**src/design/mni_pkt_pkg.sv**
```systemverilog
package mni_pkt_pkg;

  // ====================================================================
  // Packet sequencing
  // ====================================================================

  // Header walk of the write and read packets
  typedef enum logic [4:0] {
    Idle,
    WrOpcode,
    WrDstNode,
    WrDstAdrHigh,
    WrDstAdrLow,
    WrAckNode,
    WrAckAdrHigh,
    WrAckAdrLow,
    WrPayload,
    RdOpcode,
    RdDstNode,
    RdDstAdrHigh,
    RdDstAdrLow,
    RdSrcNode,
    RdSrcAdrHigh,
    RdSrcAdrLow,
    RdSizeHigh,
    RdSizeLow
  } pkt_state_e;

  // Opcode kind field, bits 15:14 of the opcode word
  typedef enum logic [1:0] {
    KIND_WRITE = 2'b00,
    KIND_READ  = 2'b01
  } pkt_kind_e;

  // ====================================================================
  // Sizes and field constants
  // ====================================================================
  localparam int WORD_W = 16;
  localparam int OFS_W  = 6;

  localparam logic [3:0] DST_NODE_TAG = 4'hC;

  // Payload placement and lengths in words
  localparam int PAYLOAD_OFS   = 7;
  localparam int LINE_WORDS    = 32;
  localparam int SHORT_WORDS   = 2;
  localparam int RD_SIZE_WORDS = 5;

  // Read size field, in bytes
  localparam int LINE_BYTES  = 64;
  localparam int SHORT_BYTES = 4;

  // Source command word fields
  localparam int CMD_WRITE_BIT = 4;
  localparam int CMD_LINE_BIT  = 14;
  localparam int CMD_BE_HI     = 8;
  localparam int CMD_BE_LO     = 5;

endpackage

```
**src/design/mni_port_pkg.sv**
```systemverilog
package mni_port_pkg;

  import mni_pkt_pkg::*;

  // Request sources, index order is also priority order
  typedef enum logic [1:0] {
    SRC_MISS = 2'd0,
    SRC_WB   = 2'd1,
    SRC_ACK  = 2'd2
  } src_id_e;

  localparam int N_SRC = 3;

  // One-hot virtual channel
  typedef logic [2:0] vc_t;

  localparam vc_t VC_ACK   = 3'b001;
  localparam vc_t VC_WRITE = 3'b010;
  localparam vc_t VC_READ  = 3'b100;

  // ====================================================================
  // Port structs
  // ====================================================================
  typedef struct packed {
    logic              valid;
    logic [WORD_W-1:0] data;
  } src_req_t;

  typedef struct packed {
    pkt_kind_e                    kind;
    vc_t                          vc;
    logic                         has_ack;
    logic                         line_size;
    logic                         from_miss;
    logic [CMD_BE_HI-CMD_BE_LO:0] be;
  } pkt_desc_t;

  typedef struct packed {
    vc_t              enq;
    logic [OFS_W-1:0] offset;
    logic             eop;
    logic [WORD_W-1:0] data;
  } nout_word_t;

endpackage

```
**src/design/src_arbiter.sv**
```systemverilog
`timescale 1ns/1ps

module src_arbiter
  import mni_pkt_pkg::*;
  import mni_port_pkg::*;
(
  input  logic     clk_ni,
  input  logic     rst_ni,
  input  logic     i_idle,
  input  src_req_t i_req [N_SRC],
  input  vc_t      i_nout_full,
  output logic     o_grant_valid,
  output src_id_e  o_grant,
  output logic     o_is_read
);

  logic [N_SRC-1:0] elig;
  logic             valid_d;
  logic             valid_q;
  src_id_e          grant_d;
  src_id_e          grant_q;
  logic             is_read_d;
  logic             is_read_q;

  // Eligibility, a miss targets VC1 for writes and VC2 for reads
  always_comb begin
    elig[SRC_MISS] = i_req[SRC_MISS].valid &
                     (i_req[SRC_MISS].data[CMD_WRITE_BIT] ? ~|(i_nout_full & VC_WRITE)
                                                          : ~|(i_nout_full & VC_READ));
    elig[SRC_WB]   = i_req[SRC_WB].valid  & ~|(i_nout_full & VC_WRITE);
    elig[SRC_ACK]  = i_req[SRC_ACK].valid & ~|(i_nout_full & VC_ACK);
  end

  // Lowest index wins
  always_comb begin
    grant_d = SRC_MISS;
    for (int i = N_SRC - 1; i >= 0; i--) begin
      if (elig[i]) begin
        grant_d = src_id_e'(i);
      end
    end
    valid_d   = |elig;
    is_read_d = (grant_d == SRC_MISS) & ~i_req[SRC_MISS].data[CMD_WRITE_BIT];
  end

  always_ff @(posedge clk_ni) begin
    if (rst_ni) begin
      valid_q   <= 1'b0;
      grant_q   <= SRC_MISS;
      is_read_q <= 1'b0;
    end else if (i_idle) begin
      valid_q   <= valid_d;
      grant_q   <= grant_d;
      is_read_q <= is_read_d;
    end
  end

  // Live choice while idle, held choice for the rest of the packet
  assign o_grant_valid = i_idle ? valid_d   : valid_q;
  assign o_grant       = i_idle ? grant_d   : grant_q;
  assign o_is_read     = i_idle ? is_read_d : is_read_q;

  // Winning grant starts a packet and is held into it
  a_grant_stable : assert property (
    @(posedge clk_ni) disable iff (rst_ni)
    (i_idle && o_grant_valid) |=> (!i_idle && $stable(o_grant))
  );

endmodule

```
**src/design/pkt_fsm.sv**
```systemverilog
`timescale 1ns/1ps

module pkt_fsm
  import mni_pkt_pkg::*;
  import mni_port_pkg::*;
(
  input  logic              clk_ni,
  input  logic              rst_ni,
  input  logic              i_grant_valid,
  input  src_id_e           i_grant,
  input  logic              i_is_read,
  input  logic [WORD_W-1:0] i_cmd,
  input  logic              i_payload_done,
  output pkt_state_e        o_state,
  output logic              o_idle,
  output pkt_desc_t         o_desc,
  output logic              o_advance
);

  pkt_state_e state_d;
  pkt_state_e state_q;
  pkt_desc_t  desc_d;
  pkt_desc_t  desc_q;

  // ====================================================================
  // Next state
  // ====================================================================
  always_comb begin
    state_d = state_q;
    case (state_q)
      Idle: begin
        if (i_grant_valid) begin
          state_d = i_is_read ? RdOpcode : WrOpcode;
        end
      end
      WrOpcode:     state_d = WrDstNode;
      WrDstNode:    state_d = WrDstAdrHigh;
      WrDstAdrHigh: state_d = WrDstAdrLow;
      WrDstAdrLow:  state_d = desc_q.has_ack ? WrAckNode : WrPayload;
      WrAckNode:    state_d = WrAckAdrHigh;
      WrAckAdrHigh: state_d = WrAckAdrLow;
      WrAckAdrLow:  state_d = WrPayload;
      WrPayload: begin
        if (i_payload_done) begin
          state_d = Idle;
        end
      end
      RdOpcode:     state_d = RdDstNode;
      RdDstNode:    state_d = RdDstAdrHigh;
      RdDstAdrHigh: state_d = RdDstAdrLow;
      RdDstAdrLow:  state_d = RdSrcNode;
      RdSrcNode:    state_d = RdSrcAdrHigh;
      RdSrcAdrHigh: state_d = RdSrcAdrLow;
      RdSrcAdrLow:  state_d = RdSizeHigh;
      RdSizeHigh:   state_d = RdSizeLow;
      default:      state_d = Idle;
    endcase
  end

  always_ff @(posedge clk_ni) begin
    if (rst_ni) begin
      state_q <= Idle;
    end else begin
      state_q <= state_d;
    end
  end

  // Descriptor from the granted source and its command word
  always_comb begin
    desc_d.kind      = i_is_read ? KIND_READ : KIND_WRITE;
    desc_d.vc        = i_is_read ? VC_READ : (i_grant == SRC_ACK) ? VC_ACK : VC_WRITE;
    desc_d.has_ack   = (i_grant == SRC_WB) |
                       ((i_grant == SRC_MISS) & i_cmd[CMD_WRITE_BIT]);
    desc_d.line_size = (i_grant == SRC_WB) | (i_is_read & i_cmd[CMD_LINE_BIT]);
    desc_d.from_miss = (i_grant == SRC_MISS);
    desc_d.be        = i_cmd[CMD_BE_HI:CMD_BE_LO];
  end

  always_ff @(posedge clk_ni) begin
    if (state_q == Idle && i_grant_valid) begin
      desc_q <= desc_d;
    end
  end

  // States that consume a source word
  always_comb begin
    case (state_q)
      WrDstNode, WrDstAdrHigh, WrDstAdrLow,
      WrAckAdrHigh, WrAckAdrLow, WrPayload,
      RdDstNode, RdDstAdrHigh, RdDstAdrLow,
      RdSrcAdrHigh, RdSrcAdrLow: o_advance = 1'b1;
      default:                   o_advance = 1'b0;
    endcase
  end

  assign o_state = state_q;
  assign o_idle  = (state_q == Idle);
  assign o_desc  = desc_q;

  // No packet runs without a held grant
  a_idle_needs_grant : assert property (
    @(posedge clk_ni) disable iff (rst_ni)
    (state_q != Idle) |-> i_grant_valid
  );

endmodule

```
**src/design/word_offset_counter.sv**
```systemverilog
`timescale 1ns/1ps

module word_offset_counter
  import mni_pkt_pkg::*;
(
  input  logic             clk_ni,
  input  logic             rst_ni,
  input  pkt_state_e       i_state,
  input  logic             i_line_size,
  output logic [OFS_W-1:0] o_offset,
  output logic             o_payload_done
);

  localparam logic [OFS_W-1:0] FIRST_OFS      = OFS_W'(PAYLOAD_OFS);
  localparam logic [OFS_W-1:0] LAST_LINE_OFS  = OFS_W'(PAYLOAD_OFS + LINE_WORDS - 1);
  localparam logic [OFS_W-1:0] LAST_SHORT_OFS = OFS_W'(PAYLOAD_OFS + SHORT_WORDS - 1);

  logic [OFS_W-1:0] offset_d;
  logic [OFS_W-1:0] offset_q;
  logic [OFS_W-1:0] last_ofs;

  // Offset of the word built in the current state
  always_comb begin
    case (i_state)
      Idle, WrOpcode, RdOpcode: offset_d = '0;
      // Entry from offset 3 skips the ack slots
      WrPayload: offset_d = (offset_q < FIRST_OFS) ? FIRST_OFS : offset_q + 1'b1;
      default:   offset_d = offset_q + 1'b1;
    endcase
  end

  always_ff @(posedge clk_ni) begin
    if (rst_ni) begin
      offset_q <= '0;
    end else begin
      offset_q <= offset_d;
    end
  end

  assign last_ofs       = i_line_size ? LAST_LINE_OFS : LAST_SHORT_OFS;
  assign o_offset       = offset_d;
  assign o_payload_done = (i_state == WrPayload) && (offset_d == last_ofs);

  a_offset_range : assert property (
    @(posedge clk_ni) disable iff (rst_ni)
    offset_q <= LAST_LINE_OFS
  );

endmodule

```
**src/design/pkt_formatter.sv**
```systemverilog
`timescale 1ns/1ps

module pkt_formatter
  import mni_pkt_pkg::*;
  import mni_port_pkg::*;
(
  input  logic              clk_ni,
  input  logic              rst_ni,
  input  pkt_state_e        i_state,
  input  pkt_desc_t         i_desc,
  input  logic [OFS_W-1:0]  i_offset,
  input  logic              i_payload_done,
  input  logic [WORD_W-1:0] i_src_data,
  input  logic [7:0]        i_board_id,
  input  logic [3:0]        i_node_id,
  output nout_word_t        o_word
);

  logic [5:0]        size_code;
  logic [WORD_W-1:0] opcode_word;
  logic [WORD_W-1:0] data_d;
  vc_t               enq_d;
  logic              eop_d;

  vc_t               enq_q;
  logic              eop_q;
  logic [OFS_W-1:0]  offset_q;
  logic [WORD_W-1:0] data_q;

  // ====================================================================
  // Word build
  // ====================================================================
  always_comb begin
    if (i_desc.kind == KIND_READ) begin
      size_code = 6'(RD_SIZE_WORDS);
    end else begin
      size_code = i_desc.line_size ? 6'(LINE_WORDS) : 6'(SHORT_WORDS);
    end
    // Bit 10 flags a non-miss source
    opcode_word = {i_desc.kind, 3'b000, ~i_desc.from_miss, i_desc.has_ack,
                   1'b0, i_desc.vc[2:1], size_code};
  end

  always_comb begin
    data_d = i_src_data;
    case (i_state)
      WrOpcode, RdOpcode:   data_d = opcode_word;
      WrDstNode, RdDstNode: data_d = {i_desc.be, i_board_id, DST_NODE_TAG};
      WrAckNode, RdSrcNode: data_d = {4'h0, i_board_id, i_node_id};
      RdSizeHigh:           data_d = '0;
      RdSizeLow: begin
        data_d = i_desc.line_size ? WORD_W'(LINE_BYTES) : WORD_W'(SHORT_BYTES);
      end
      default: ;
    endcase
  end

  assign enq_d = (i_state != Idle) ? i_desc.vc : '0;
  assign eop_d = ((i_state == WrPayload) && i_payload_done) || (i_state == RdSizeLow);

  // ====================================================================
  // Output register
  // ====================================================================
  always_ff @(posedge clk_ni) begin
    if (rst_ni) begin
      enq_q <= '0;
      eop_q <= 1'b0;
    end else begin
      enq_q <= enq_d;
      eop_q <= eop_d;
    end
  end

  always_ff @(posedge clk_ni) begin
    offset_q <= i_offset;
    data_q   <= data_d;
  end

  assign o_word = '{enq: enq_q, offset: offset_q, eop: eop_q, data: data_q};

endmodule

```
**src/design/mni_out.sv**
```systemverilog
`timescale 1ns/1ps

module mni_out
  import mni_pkt_pkg::*;
  import mni_port_pkg::*;
(
  input  logic       clk_ni,
  input  logic       rst_ni,
  input  logic [7:0] i_board_id,
  input  logic [3:0] i_node_id,
  input  src_req_t   i_miss,
  input  src_req_t   i_wb,
  input  src_req_t   i_ack,
  output logic       o_miss_stall,
  output logic       o_wb_stall,
  output logic       o_ack_stall,
  input  vc_t        i_nout_full,
  output nout_word_t o_nout
);

  src_req_t          req [N_SRC];
  logic              grant_valid;
  src_id_e           grant;
  logic              is_read;
  logic              idle;
  logic              advance;
  logic              payload_done;
  pkt_state_e        state;
  pkt_desc_t         desc;
  logic [OFS_W-1:0]  offset;
  logic [WORD_W-1:0] src_data;
  logic [N_SRC-1:0]  stall;

  assign req[SRC_MISS] = i_miss;
  assign req[SRC_WB]   = i_wb;
  assign req[SRC_ACK]  = i_ack;

  // Data of the granted source, the command word while idle
  assign src_data = req[grant].data;

  // ====================================================================
  // Blocks
  // ====================================================================
  src_arbiter u_src_arbiter (
    .clk_ni        (clk_ni),
    .rst_ni        (rst_ni),
    .i_idle        (idle),
    .i_req         (req),
    .i_nout_full   (i_nout_full),
    .o_grant_valid (grant_valid),
    .o_grant       (grant),
    .o_is_read     (is_read)
  );

  pkt_fsm u_pkt_fsm (
    .clk_ni         (clk_ni),
    .rst_ni         (rst_ni),
    .i_grant_valid  (grant_valid),
    .i_grant        (grant),
    .i_is_read      (is_read),
    .i_cmd          (src_data),
    .i_payload_done (payload_done),
    .o_state        (state),
    .o_idle         (idle),
    .o_desc         (desc),
    .o_advance      (advance)
  );

  word_offset_counter u_word_offset_counter (
    .clk_ni         (clk_ni),
    .rst_ni         (rst_ni),
    .i_state        (state),
    .i_line_size    (desc.line_size),
    .o_offset       (offset),
    .o_payload_done (payload_done)
  );

  pkt_formatter u_pkt_formatter (
    .clk_ni         (clk_ni),
    .rst_ni         (rst_ni),
    .i_state        (state),
    .i_desc         (desc),
    .i_offset       (offset),
    .i_payload_done (payload_done),
    .i_src_data     (src_data),
    .i_board_id     (i_board_id),
    .i_node_id      (i_node_id),
    .o_word         (o_nout)
  );

  // Only the granted source sees stall low, and only in an advance state
  always_comb begin
    for (int i = 0; i < N_SRC; i++) begin
      stall[i] = ~(grant_valid & advance & (grant == src_id_e'(i)));
    end
  end

  assign o_miss_stall = stall[SRC_MISS];
  assign o_wb_stall   = stall[SRC_WB];
  assign o_ack_stall  = stall[SRC_ACK];

endmodule

```
**config.mk**
```make
export PLATFORM = sky130hd
export DESIGN_NAME = mni_out
export DESIGN_NICKNAME = d
export VERILOG_FILES = /design/src/design/mni_pkt_pkg.sv /design/src/design/mni_port_pkg.sv /design/src/design/src_arbiter.sv /design/src/design/pkt_fsm.sv /design/src/design/word_offset_counter.sv /design/src/design/pkt_formatter.sv /design/src/design/mni_out.sv
export SDC_FILE = /design/constraint.sdc
export NUM_CORES = 1
export LEC_CHECK = 0
export BUFFER_PORTS_ARGS = -buffer_cell sky130_fd_sc_hd__buf_2
export CORE_MARGIN = 3
export CORE_UTILIZATION = 55
export CTS_BUF_LIST = sky130_fd_sc_hd__clkbuf_2
export CTS_CLUSTER_DIAMETER = 40
export DETAILED_ROUTE_END_ITERATION = 12
export PLACE_DENSITY = 0.91
export SLEW_MARGIN = 20
export SYNTH_ARGS = -nofsm -noshare
export SYNTH_HDL_FRONTEND = slang
export SYNTH_SLANG_ARGS = --single-unit
```
**constraint.sdc**
```tcl
create_clock -name clk_ni -period 3.3 [get_ports clk_ni]
set_clock_uncertainty 0.1 [all_clocks]
set_input_delay 0.495 -clock clk_ni [delete_from_list [all_inputs] [get_ports clk_ni]]
set_output_delay 0.495 -clock clk_ni [all_outputs]
set_load 0.005 [all_outputs]
```
* After elaboration in Yosys (flattened, before gate mapping) *
Memories as Yosys holds them, arrays and structs flattened. A register that Yosys moved wholly into a read port is not among the register bits.
Index checks and enable logic that the tools add are counted.

storage, ports and cells
  logic and storage cells = 106
  memory bits (writable) = 0
  output and inout port bits = 29
  memories kept = 1
  input port bits = 68
  register bits after elaboration = 53
  ROM bits = 16
  latch bits = 0

operators by class
  bitwise gates (word level) = 19
  add/sub/neg operators = 1
  multiply operators = 0
  div/mod/pow operators = 0
  magnitude comparators = 2
  eq/ne operators = 23
  shift-type cells = 0
  muxes and demuxes = 27
  reductions and logical operators = 18

memory list
  name             depth  bits a word  rd ports  clocked after Yosys merged registers in  wr ports  line           text
  (no name shown)  16     1            1         1                                        0         pkt_fsm.sv:87  case (state_q)

operator list
  operator             count
  $pmux 5 s17          1
  $pmux 16 s5          1
  $eq 5x4->1 const B   8
  $bmux 17 s2          1
  $mux 16              2
  $mux 6               4
  $eq 5x3->1 const B   4
  $mux 4               4
  $pmux 6 s2           1
  $and 1x1->1          10
  $eq 5x2->1 const B   2
  $eq 5x5->1 const B   2
  $mux 2               5
  $mux 5               2
  $reduce_or 2->1      4
  $mux 7               1
  $add 6x1->6 const B  1
  $eq 6x6->1           1
  $lt 6x3->1 const B   1
  $not 1->1            6
  $reduce_or 3->1      2
  $eq 5x1->1 const B   1
  $logic_not 5->1      1
  $mux 1               5
  other kinds (13)     20

* Logic depth before layout (Yosys ltp) *
Gate-level depths: netlist of the first run.

  word-level depth = 13
  mapped depth = 8
  gate-level depth less buffers = 6

* By module *
Synthesis of the first run repeated with hierarchy kept, for this count alone.

second synthesis, totals
  cells, all modules = 274
  area, all modules = 2834.0 um2

by module, submodules not included
  module               seq. area each (um2)  cells an instance  times used  area each (um2)
  pkt_formatter        520.5                 85                 1           957.2
  pkt_fsm              450.4                 74                 1           794.5
  mni_out              0.0                   43                 1           467.9
  word_offset_counter  120.1                 42                 1           366.6
  src_arbiter          80.1                  30                 1           247.7

* Least setup slack after synthesis of the first run *
No wires, ideal clock.

  path kind = input -> output
  start point = in i_miss[4] (netlist bit)
  end point = out o_miss_stall
  slack = 0.773 ns
  data arrival time = 1.932 ns
  data required time = 2.705 ns
  buffers on the path = 3
  stages = 8
  cell sequence = clkbuf_1 -> nand2b_1 -> a2111o_1 -> and2_1 -> buf_6 -> buf_6 -> and2_4 -> nand2_1

RTL lines
  what             line           text
  start, declared  mni_out.sv:11  input src_req_t i_miss,
  end, declared    mni_out.sv:14  output logic o_miss_stall,

* Final worst setup path of the first run *
  start point = reg u_pkt_fsm.state_q[1], in the netlist u_pkt_fsm.o_state[1]
  end point = out o_wb_stall

on the way
  word-level cells in the longest chain between the ends = 5
  elaborated cells on any way between the ends = 7
  classes of those cells = eq/ne (1); mux (2); bitwise (3); reduce/logical (1)

ends and longest elaborated chain
  what                                       line           text
  start, declared                            pkt_fsm.sv:21  pkt_state_e state_q;
  start signal, assigned                     pkt_fsm.sv:62  state_q <= Idle;
  start signal, assigned                     pkt_fsm.sv:64  state_q <= state_d;
  $logic_not 5->1 *                          pkt_fsm.sv:97  assign o_idle = (state_q == Idle);
  $mux 2 or $mux 1 (tied branches)           n/a
  $eq 2x1->1 or $and 1x1->1 (tied branches)  mni_out.sv:94  stall[i] = ~(grant_valid & advance & (grant == src_id_e'(i)));
  $and 1x1->1 *                              mni_out.sv:94
  $not 1->1 *                                mni_out.sv:94
  end, declared                              mni_out.sv:15  output logic o_wb_stall,

Every way passes the cells marked *; elsewhere a longest branch is shown, timed or not.

==> results of run 1 <==
[metal layers]
| layer | track usage | up-vias | wire (um) |
|---|---|---|---|
| met5 | 0 | - | 0 |
| met3 | 0.0601 | 20 | 730 |
| li1 | - | 1280 | - |
| met4 | 0.0816 | 0 | 137 |
| met1 | 0.345 | 1233 | 2900 |
| met2 | 0.420 | 180 | 3770 |
[metrics by stage]
step | setup TNS, ns | area [sq um] | setup slack [ns]
floorplan | 0 | 2630 | 0.773
global placement | 0 | 3160 | 0.574
detailed placement | 0 | 3160 | 0.530
CTS | 0 | 3200 | 0.0465
global route | -0.00221 | 3230 | -0.00221
finish | 0 | 3230 | 0.165
[cells in the mapped netlist (3+ instances only)]
| library cell | count | area share |
|---|---|---|
| a211oi_1 | 3 | 0.0086 |
| a21boi_0 | 7 | 0.020 |
| a21oi_1 | 19 | 0.036 |
| a22oi_1 | 5 | 0.014 |
| a31oi_1 | 4 | 0.0095 |
| a32oi_1 | 6 | 0.020 |
| and2_1 | 3 | 0.0071 |
| and3_1 | 4 | 0.0095 |
| buf_2 | 3 | 0.0057 |
| clkbuf_1 | 10 | 0.014 |
| dfxtp_1 | 42 | 0.32 |
| edfxtp_1 | 11 | 0.13 |
| inv_1 | 6 | 0.0086 |
| mux2i_1 | 13 | 0.049 |
| nand2_1 | 18 | 0.026 |
| nand2b_1 | 8 | 0.019 |
| nand3_1 | 11 | 0.021 |
| nor2_1 | 29 | 0.041 |
| nor2b_1 | 5 | 0.012 |
| nor3_1 | 8 | 0.015 |
| nor3b_1 | 5 | 0.014 |
| o211ai_1 | 7 | 0.020 |
| o21ai_0 | 15 | 0.029 |
| o21ai_1 | 6 | 0.011 |
| o22ai_1 | 3 | 0.0071 |
| o31ai_1 | 3 | 0.0086 |
| or2_2 | 3 | 0.0071 |
| or3_1 | 3 | 0.0071 |
[state kept, by name, summed over array words and instances, names as in the netlist, named ones only]
name and flops:
u_pkt_formatter.data_q 16, u_pkt_fsm.o_desc 11, u_pkt_formatter.offset_q 6, u_word_offset_counter.offset_q 6
u_pkt_fsm.o_state 5, u_pkt_formatter.enq_q 3, u_src_arbiter.grant_q 2, u_pkt_formatter.eop_q 1
u_src_arbiter.is_read_q 1, u_src_arbiter.valid_q 1
[worst max-delay path, stage by stage, from the launching register on]
cell and delay [ns]:
dfxtp_4 0.45, or3_4 0.44, a2111o_1 0.50, and2_1 0.23
buf_4 0.20, nor2_1 0.10, nand2_1 0.05, buf_2 0.13
[timing repair]
action / 4_1_cts / 5_1_grt
setup buffers: 0 / 2
endpoints found under the setup margin: 1 / 3
resized for setup: 1 / 5
hold buffers: 0 / 0
pin swaps: 0 / 1
[cells by family after synthesis]
| family | count (synthesis) | synth area share |
|---|---|---|
| compound gates | 94 | 0.243 |
| xor+xnor | 4 | 0.0133 |
| buf+inv | 22 | 0.0400 |
| simple gates | 104 | 0.205 |
| fa+ha+maj | 1 | 0.00476 |
| mux | 13 | 0.0495 |
| flops | 53 | 0.445 |
[final cells by class]
class	count	area (sq um)
fillers	320	1240
inverters	6	22.5
well taps	52	65.1
clock buffers	5	25.0
multi-input cells	216	1370
flip-flops and latches	53	1180
clock inverters	3	12.5
repair buffers	107	563
[placed cells by master, fill, tap and decap left out, types with 3 or more instances in the layout]
| cell | count |
|---|---|
| nor2b_1 | 5 |
| a21oi_1 | 19 |
| edfxtp_1 | 11 |
| and3_1 | 4 |
| nor3_1 | 8 |
| a21boi_0 | 7 |
| a22oi_1 | 5 |
| nor2_1 | 29 |
| nand3_1 | 11 |
| clkbuf_2 | 5 |
| a211oi_1 | 3 |
| mux2i_1 | 13 |
| nor3b_1 | 4 |
| o21ai_1 | 5 |
| or2_2 | 3 |
| buf_2 | 96 |
| nand2_1 | 18 |
| inv_1 | 6 |
| dfxtp_1 | 40 |
| nand2b_1 | 8 |
| o21ai_0 | 15 |
| and2_1 | 3 |
| a31oi_1 | 4 |
| a32oi_1 | 6 |
| o22ai_1 | 3 |
| o211ai_1 | 7 |
| o31ai_1 | 3 |
| buf_4 | 11 |
[power breakdown]
group / internal (mW) / leakage [nW] / total, mW / switching (mW)
registers: 0.934 / 0.453 / 1.06 / 0.129
logic: 0.478 / 0.954 / 1.17 / 0.694
clock network: 0.0464 / 0.0278 / 0.244 / 0.197
total: 1.46 / 1.43 / 2.48 / 1.02
[path summary, 6_finish.rpt]
kind                                            from                          to  slack (ns)
worst max register to register  u_pkt_fsm.o_state[1]         u_pkt_fsm.o_desc[2]        0.81
worst min-delay path                   i_board_id[7]  u_pkt_formatter.data_q[11]        0.15
worst min register to register   u_pkt_fsm.o_desc[3]  u_pkt_formatter.data_q[15]        0.43
worst max-delay path            u_pkt_fsm.o_state[1]                  o_wb_stall        0.17
==> out/qor.csv, run 1 <==
metric,value,unit
grt_max_degree,23,
crit_fanout,16,
required,2.70,ns
htree_levels,2,
cts_tree,done,
timing.final.crit_share,0.950,
hold_viol,0,
drtPass1Iterations,4,
layout.cells.non_filler,442,
fmax,0.319,GHz
die_w,75.2,um
final_util,0.722,
drv_cap,0,
ys_types,53,
endpoint_kind,output pin,
critical_path_class,reg2out,
drive_gt1_frac,0.328,
power,2.48,mW
grt_pass1_wl,11200,um
ff2ff_path_depth,6,
cts_root_buffer,clkbuf_2,
antenna_found_initial,0,
clk_latency,0.45,ns
via_count,2713,
avgRoutedWirePerCell,17.0,um
tightest_slew,0.789,ns
grt_util_all_layers,0.259,
dieArea,5650,sq um
grt_pass1_vias,2434,
insertedDiodeCount,0,
p_per_area,767,nW/um^2
start_util,0.588,
slew_violations,0,
clockBufferDepth,2,
drt-total-wl,7540,um
synthCells,291,
ys_seq_elements,53,
status,"complete, no violations",
ant_nets,0,
syn_to_final_growth,22.9,%
grt_overflow,0,
start_kind,flip-flop,
ys_seq_area_frac,0.445,
yosysWarnings,0,
min_path_cells,3,
period_minus_slack,3.13,ns
cts_made_buffers,5,
core,4470,sq um
place.gp.congestion,0.888,
setup_viol,0,
synth-edff-count,11,
synthesis.area,2630,sq um
leakage,1.43,nW
slew_headroom,0.461,
portBuffers,96,
avgSynthCellArea,9.04,sq um
avgViaCountPerCell,6.14,
drc,0,
cts_sinks,53,
fp-row-count,24,
drtIter0Drc,367,
die_y,75.2,um
postSynth.asyncResetShare,0,
final_net_count,458,
pin_count,97,
clkTransAtPathRegs,0.25,ns
dp.cells,432,
finalHoldWorstSlack,0.152,ns
ir_drop,0.000397,V
hp-class,in2reg,
crit_arrival,2.54,ns
syn_nets,360,
yosys_most_used_dff,dfxtp_1,
dpl.hpwl,5680,um
Note: power is estimated with default switching activity, not from simulation.
==> run 2: changes to the inputs <==
--- a/config.mk
+++ b/config.mk
@@ -5,13 +5,14 @@
 export SDC_FILE = /design/constraint.sdc
 export NUM_CORES = 1
 export LEC_CHECK = 0
+export ABC_AREA = 1
 export BUFFER_PORTS_ARGS = -buffer_cell sky130_fd_sc_hd__buf_2
 export CORE_MARGIN = 3
 export CORE_UTILIZATION = 55
 export CTS_BUF_LIST = sky130_fd_sc_hd__clkbuf_2
 export CTS_CLUSTER_DIAMETER = 40
 export DETAILED_ROUTE_END_ITERATION = 12
-export PLACE_DENSITY = 0.91
+export PLACE_DENSITY = 0.9
 export SLEW_MARGIN = 20
 export SYNTH_ARGS = -nofsm -noshare
 export SYNTH_HDL_FRONTEND = slang
==> run 2 against run 1 <==
Clock-buffer cell count unchanged. Final cell count up 12%. Critical path depth grew 1. Highest routed layer unchanged.
==> out/qor.csv, run 2 <==
metric,value,unit,change
yosys.area_share.simple,0.309,,+0.105
tns,0,ns,unchanged
start_util,0.592,,+0.00408
post_cts_resized,0,,-1
avgRoutedWirePerCell,13.9,um,-19%
ant_nets,0,,unchanged
grt_util_all_layers,0.235,,-0.0239
synthCells,333,,+14%
synth.area.top_cells,"dfxtp_1 31%, edfxtp_1 12%, nand2_1 12%",,
cts_root_buffer,clkbuf_2,,
status,"complete, no violations",,
dieArea,5750,sq um,+1.9%
finalHoldWorstSlack,0.134,ns,-0.0186 ns
setup_viol,0,,unchanged
cpPeakStageDelay,0.67,ns,+0.17 ns
start_kind,flip-flop,,
crit_start,u_pkt_fsm.o_state[2],,
via_count,2588,,-4.6%
synth_top_area_share,0.313,,-0.00641
htree_levels,2,,unchanged
fmax,0.327,GHz,+2.4%
synth_fa_ha_area_frac,0.00466,,-0.0000954
drtPass1Iterations,5,,+1
post_cts_buffers,0,,unchanged
cp_num_buf_inv,2,,unchanged
cts_made_buffers,5,,unchanged
avgViaCountPerCell,5.25,,-14%
muxShareOfSynthArea,0,,-0.0495
yosys_most_used_dff,dfxtp_1,,
drive_gt1_frac,0.336,,+0.00824
rsz0062_at_grt,false,,
grt_pass1_wl,10400,um,-7.5%
fp-row-count,24,,unchanged
synth_top_area_cell,dfxtp_1,,
clkTransAtPathRegs,0.28,ns,+0.03 ns
portBuffers,96,,unchanged
slew_headroom,0.538,,+0.0775
syn_nets,402,,+12%
synth-edff-count,11,,unchanged
die_w,75.9,um,+0.94%
drv_cap,0,,unchanged
netlist_top_cells_count,"86 x nand2_1, 42 x dfxtp_1, 33 x inv_1",,
yosysMostFrequentCell,nand2_1,,
critical_path_class,reg2out,,
timing.final.crit_share,0.927,,-0.0225
cp_cell_sequence,nor2_2 -> nand3_4 -> inv_6 -> nand2_1 -> nand2_4 -> nor2_2 -> nand2_1 -> buf_2,,
max_flop_register,u_pkt_formatter.data_q,,
r2r_start,u_pkt_fsm.o_state[2],,
syn_to_final_growth,20.7,%,
min_from,i_board_id[7],,
critPathSlowestCell,dfxtp_1,,
yosysWarnings,0,,unchanged
synth_compound_area_frac,0.147,,-0.0958
hp-class,in2reg,,
ir_drop,0.000692,V,+74%
endpoint_kind,output pin,,
p_per_area,986,nW/um^2,+29%
grt_max_degree,19,,-17%
largest_reg_flops,16,,unchanged
holdPathEnd,u_pkt_formatter.data_q[11],,
synth_xor_xnor_area_share,0.00979,,-0.00353
layout_commonest_cell,buf_2,,
drt-total-wl,6840,um,-9.2%
hold_viol,0,,unchanged
tightest_slew,0.692,ns,-0.0966 ns
die_y,75.9,um,+0.94%
ys_seq_area_frac,0.436,,-0.00893
avgSynthCellArea,8.06,sq um,-11%
drtIter0Drc,185,,-50%
clk_latency,0.44,ns,about the same
synth_top_family_by_area,simple AND/OR/NAND/NOR gates,,
ff2ff_path_depth,10,,+4
slew_violations,0,,unchanged
antenna_found_initial,0,,unchanged
cts_tree,done,,
core,4530,sq um,+1.3%
mostFrequentLayoutCells,"96 x buf_2, 86 x nand2_1, 42 x dfxtp_1",,
r2r_slack,0.88,ns,+0.07 ns
insertedDiodeCount,0,,unchanged
place.gp.congestion,0.835,,-6.0%
min_path_cells,2,,-1
critical-path-top-delay-family,simple AND/OR/NAND/NOR gates,,
grt_overflow,0,,unchanged
final_net_count,496,,+8.3%
postSynth.asyncResetShare,0,,unchanged
pin_count,97,,unchanged
drc,0,,unchanged
cts_sinks,53,,unchanged
ys_seq_elements,53,,unchanged
crit_arrival,2.47,ns,-0.07 ns
r2r-end,u_pkt_formatter.data_q[5],,
clockBufferDepth,2,,unchanged
required,2.70,ns,about the same
dpl.hpwl,5230,um,-7.9%
leakage,1.63,nW,+13%
grt_pass1_vias,2368,,-2.7%
holdBufCountCts,0,,unchanged
synthesis.area,2680,sq um,+2.0%
ys_types,44,,-17%
crit_fanout,15,,-1
period_minus_slack,3.06,ns,-0.0742 ns
-- run 2: changes by cell type after synthesis, moves of 6 or more --
cell | before | now
a21boi_0 | 7 | 0
a22oi_1 | 5 | 11
clkbuf_1 | 10 | 1
inv_1 | 6 | 33
inv_2 | 0 | 7
mux2i_1 | 13 | 0
nand2_1 | 18 | 86
nand2_2 | 0 | 8
nand2b_1 | 8 | 0
o21ai_0 | 15 | 3
-- run 2: final cells by class --
type                       count  area (sq um)
timing repair buffer          96           480
clock buffer                   5          25.0
fill                         357          1300
multi-input combinational    228          1260
inverter                      43           174
sequential                    53          1170
clock inverter                 3          43.8
tap                           65          81.3
-- run 2: stage by stage --
| stage | util | setup slack (ns) | std cells | area, sq um | total power, mW |
|---|---|---|---|---|---|
| 6_report | 0.714 | 0.240 | 493 | 3240 | 3.19 |
| 5_1_grt | 0.714 | 0.0563 | 493 | 3240 | 3.42 |
| 3_3_place_gp | 0.699 | 0.885 | 485 | 3170 | 2.77 |
| 3_5_place_dp | 0.699 | 0.765 | 485 | 3170 | 2.83 |
| 4_1_cts | 0.714 | 0.268 | 493 | 3240 | 3.16 |
| 2_1_floorplan | - | 1.25 | 333 | 2680 | 2.39 |
-- run 2: power by group --
group | switching [mW] | total [mW] | leakage (nW) | internal (mW)
logic | 1.12 | 1.74 | 1.13 | 0.614
clock network | 0.208 | 0.338 | 0.0433 | 0.130
registers | 0.130 | 1.12 | 0.454 | 0.985
total | 1.46 | 3.19 | 1.63 | 1.73
-- run 2: worst max path at each step --
stage | to | slack [ns] | cells after the start
floorplan | o_ack_stall | 1.25 | 11
global placement | o_wb_stall | 0.88 | 8
detailed placement | o_wb_stall | 0.76 | 8
CTS | o_wb_stall | 0.27 | 8
global route | o_wb_stall | 0.06 | 8
finish | o_wb_stall | 0.24 | 8
-- run 2: worst register-to-register path: stages (launching register included) --
cell and delay, ns:
dfxtp_1 0.67, nor2_2 0.14, nand3_4 0.17, inv_6 0.06, nand2_1 0.11, nand2_4 0.11, nor2_2 0.55, a22oi_1 0.19
nand2_1 0.14, nand2_1 0.09, nand2_1 0.09
-- run 2: metal layers --
metal	vias up	wire length [um]	global-route usage
li1	1293	-	-
met1	1145	2750	0.308
met2	132	3400	0.384
met3	18	539	0.0462
met4	0	147	0.0854
met5	-	0	0
-- run 2: cell families after synthesis --
logic type      count (synthesis)
fa+ha+maj                       1
xor+xnor                        3
compound gates                 54
simple gates                  170
buf+inv                        52
flops                          53
==> run 3: changes to the inputs <==
--- a/config.mk
+++ b/config.mk
@@ -7,7 +7,7 @@
 export LEC_CHECK = 0
 export ABC_AREA = 1
 export BUFFER_PORTS_ARGS = -buffer_cell sky130_fd_sc_hd__buf_2
-export CORE_MARGIN = 3
+export CORE_MARGIN = 8
 export CORE_UTILIZATION = 55
 export CTS_BUF_LIST = sky130_fd_sc_hd__clkbuf_2
 export CTS_CLUSTER_DIAMETER = 40
==> run 3 against run 2 <==
Maximum frequency is 0.53% lower. Largest cell class unchanged. Critical path depth stayed put. Sequential cell count stayed put. Design area is 0.73% lower. Hold slack worse by 0.0055 ns. Non-clock buffer count stayed put. Routed wire length is 3.5% higher. Worst setup slack worse by 0.016 ns. Global-route usage is 4.4 points lower.
==> out/qor.csv, run 3 (synthesized netlist as in run 2, its figures left out) <==
metric,value,unit,change
power,3.09,mW,-3.1%
netSwitchingFraction,0.464,,+0.00614
layout_commonest_cell,buf_2,,
fp-row-count,25,,+4.2%
switchingPower,1.44,mW,-1.8%
post_cts_resized,0,,unchanged
cts_tree,done,,
power_frac_comb,0.557,,+0.012
die_w,85.9,um,+13%
start_util,0.568,,-0.0237
post_cts_buffers,0,,unchanged
die_y,85.9,um,+13%
slew_headroom,0.543,,+0.00518
r2r_start,u_pkt_fsm.o_state[2],,
cts_made_buffers,5,,unchanged
p_clk_frac,0.081,,-0.025
grt_max_degree,19,,unchanged
slew_violations,0,,unchanged
portBuffers,96,,unchanged
post-place-ws,0.768,ns,+0.00298 ns
tightest_slew,0.684,ns,-0.00776 ns
rsz0062_at_grt,false,,
cpPeakStageDelay,0.68,ns,about the same
p_per_area,963,nW/um^2,-2.3%
min_from,i_board_id[7],,
dpl.hpwl,5640,um,+7.8%
via_count,2580,,-0.31%
critPathSlowestCell,dfxtp_1,,
tns,0,ns,unchanged
clk_latency,0.43,ns,about the same
endpoint_kind,output pin,,
fmax,0.325,GHz,-0.53%
drt-total-wl,7080,um,+3.5%
ir_drop,0.000603,V,-13%
timing.final.crit_share,0.932,,+0.00493
max_flop_register,u_pkt_formatter.data_q,,
drive_gt1_frac,0.336,,unchanged
leakage,1.61,nW,-0.87%
drtIter0Drc,167,,-9.7%
drc,0,,unchanged
critical_path_class,reg2out,,
holdBufCountCts,0,,unchanged
crit_arrival,2.48,ns,about the same
dieArea,7370,sq um,+28%
avgRoutedWirePerCell,14.3,um,+3.1%
start_kind,flip-flop,,
layout_setup_ws,0.223,ns,-0.0163 ns
drtPass1Iterations,4,,-1
crit_start,u_pkt_fsm.o_state[2],,
period_minus_slack,3.08,ns,+0.0163 ns
seqPwrFrac,0.362,,+0.013
htree_levels,2,,unchanged
required,2.70,ns,about the same
cp_cell_sequence,nor2_2 -> nand3_4 -> inv_6 -> nand2_1 -> nand2_4 -> nor2_2 -> nand2_1 -> buf_2,,
core,4720,sq um,+4.2%
largest_reg_flops,16,,unchanged
p_int,1.66,mW,-4.2%
avgViaCountPerCell,5.21,,-0.71%
ant_nets,0,,unchanged
syn_to_final_growth,19.8,%,
cts_root_buffer,clkbuf_2,,
setup_viol,0,,unchanged
clockBufferDepth,2,,unchanged
status,"complete, no violations",,
antenna_found_initial,0,,unchanged
cts_sinks,53,,unchanged
insertedDiodeCount,0,,unchanged
clkTransAtPathRegs,0.25,ns,-0.03 ns
grt_overflow,0,,unchanged
place.gp.congestion,0.888,,+6.3%
grt_pass1_vias,2609,,+10%
drv_cap,0,,unchanged
grt_util_all_layers,0.192,,-0.0437
grt_pass1_wl,11400,um,+9.7%
hp-class,in2reg,,
crit_fanout,15,,unchanged
pin_count,97,,unchanged
mostFrequentLayoutCells,"96 x buf_2, 86 x nand2_1, 42 x dfxtp_1",,
hold_viol,0,,unchanged
finalHoldWorstSlack,0.128,ns,-0.00554 ns
final_net_count,496,,unchanged
-- run 3: routing by layer --
metal	vias to the layer above	wire (um)	track usage
met2	110	3620	0.343
li1	1292	-	-
met3	13	545	0.0535
met1	1165	2780	0.208
met5	-	0	0
met4	0	133	0.0764
-- run 3: path summary, 6_finish.rpt --
path,to,slack (ns),cells past startpoint
setup / recovery,o_wb_stall,0.22,8
hold / removal,u_pkt_formatter.data_q[11],0.13,2
setup reg to reg,u_pkt_formatter.data_q[6],0.79,10
hold reg to reg,u_pkt_formatter.data_q[10],0.38,1
-- run 3: metrics by stage --
step | area, sq um | cells | utilization
2_1_floorplan | 2680 | 333 | -
3_3_place_gp | 3170 | 487 | 0.672
3_5_place_dp | 3170 | 487 | 0.672
4_1_cts | 3210 | 495 | 0.681
5_1_grt | 3210 | 495 | 0.681
6_report | 3210 | 495 | 0.681
-- run 3: cell type report --
cell class	instances	area [sq um]
Tap cell	67	83.8
Multi-Input combinational cell	228	1260
Timing Repair Buffer	96	480
Clock buffer	7	35.0
Clock inverter	1	7.51
Sequential cell	53	1170
Inverter	43	174
Fill cell	385	1510
-- run 3: power groups by stage --
stage                     Combinational, mW  Sequential (mW)  Clock [mW]
after floorplan                        1.27             1.12           0
after global placement                 1.65             1.13           0
after detailed placement               1.70             1.13           0
after CTS                              1.71             1.12       0.261
after global routing                   1.92             1.15       0.283
final                                  1.72             1.12       0.252
-- run 3: critical path: cells and delay by family (launching register included) --
kind | cells | cell delay [ns]
buffers and inverters | 2 | 0.21
and+or+nand+nor | 6 | 1.16
DFF | 1 | 0.68
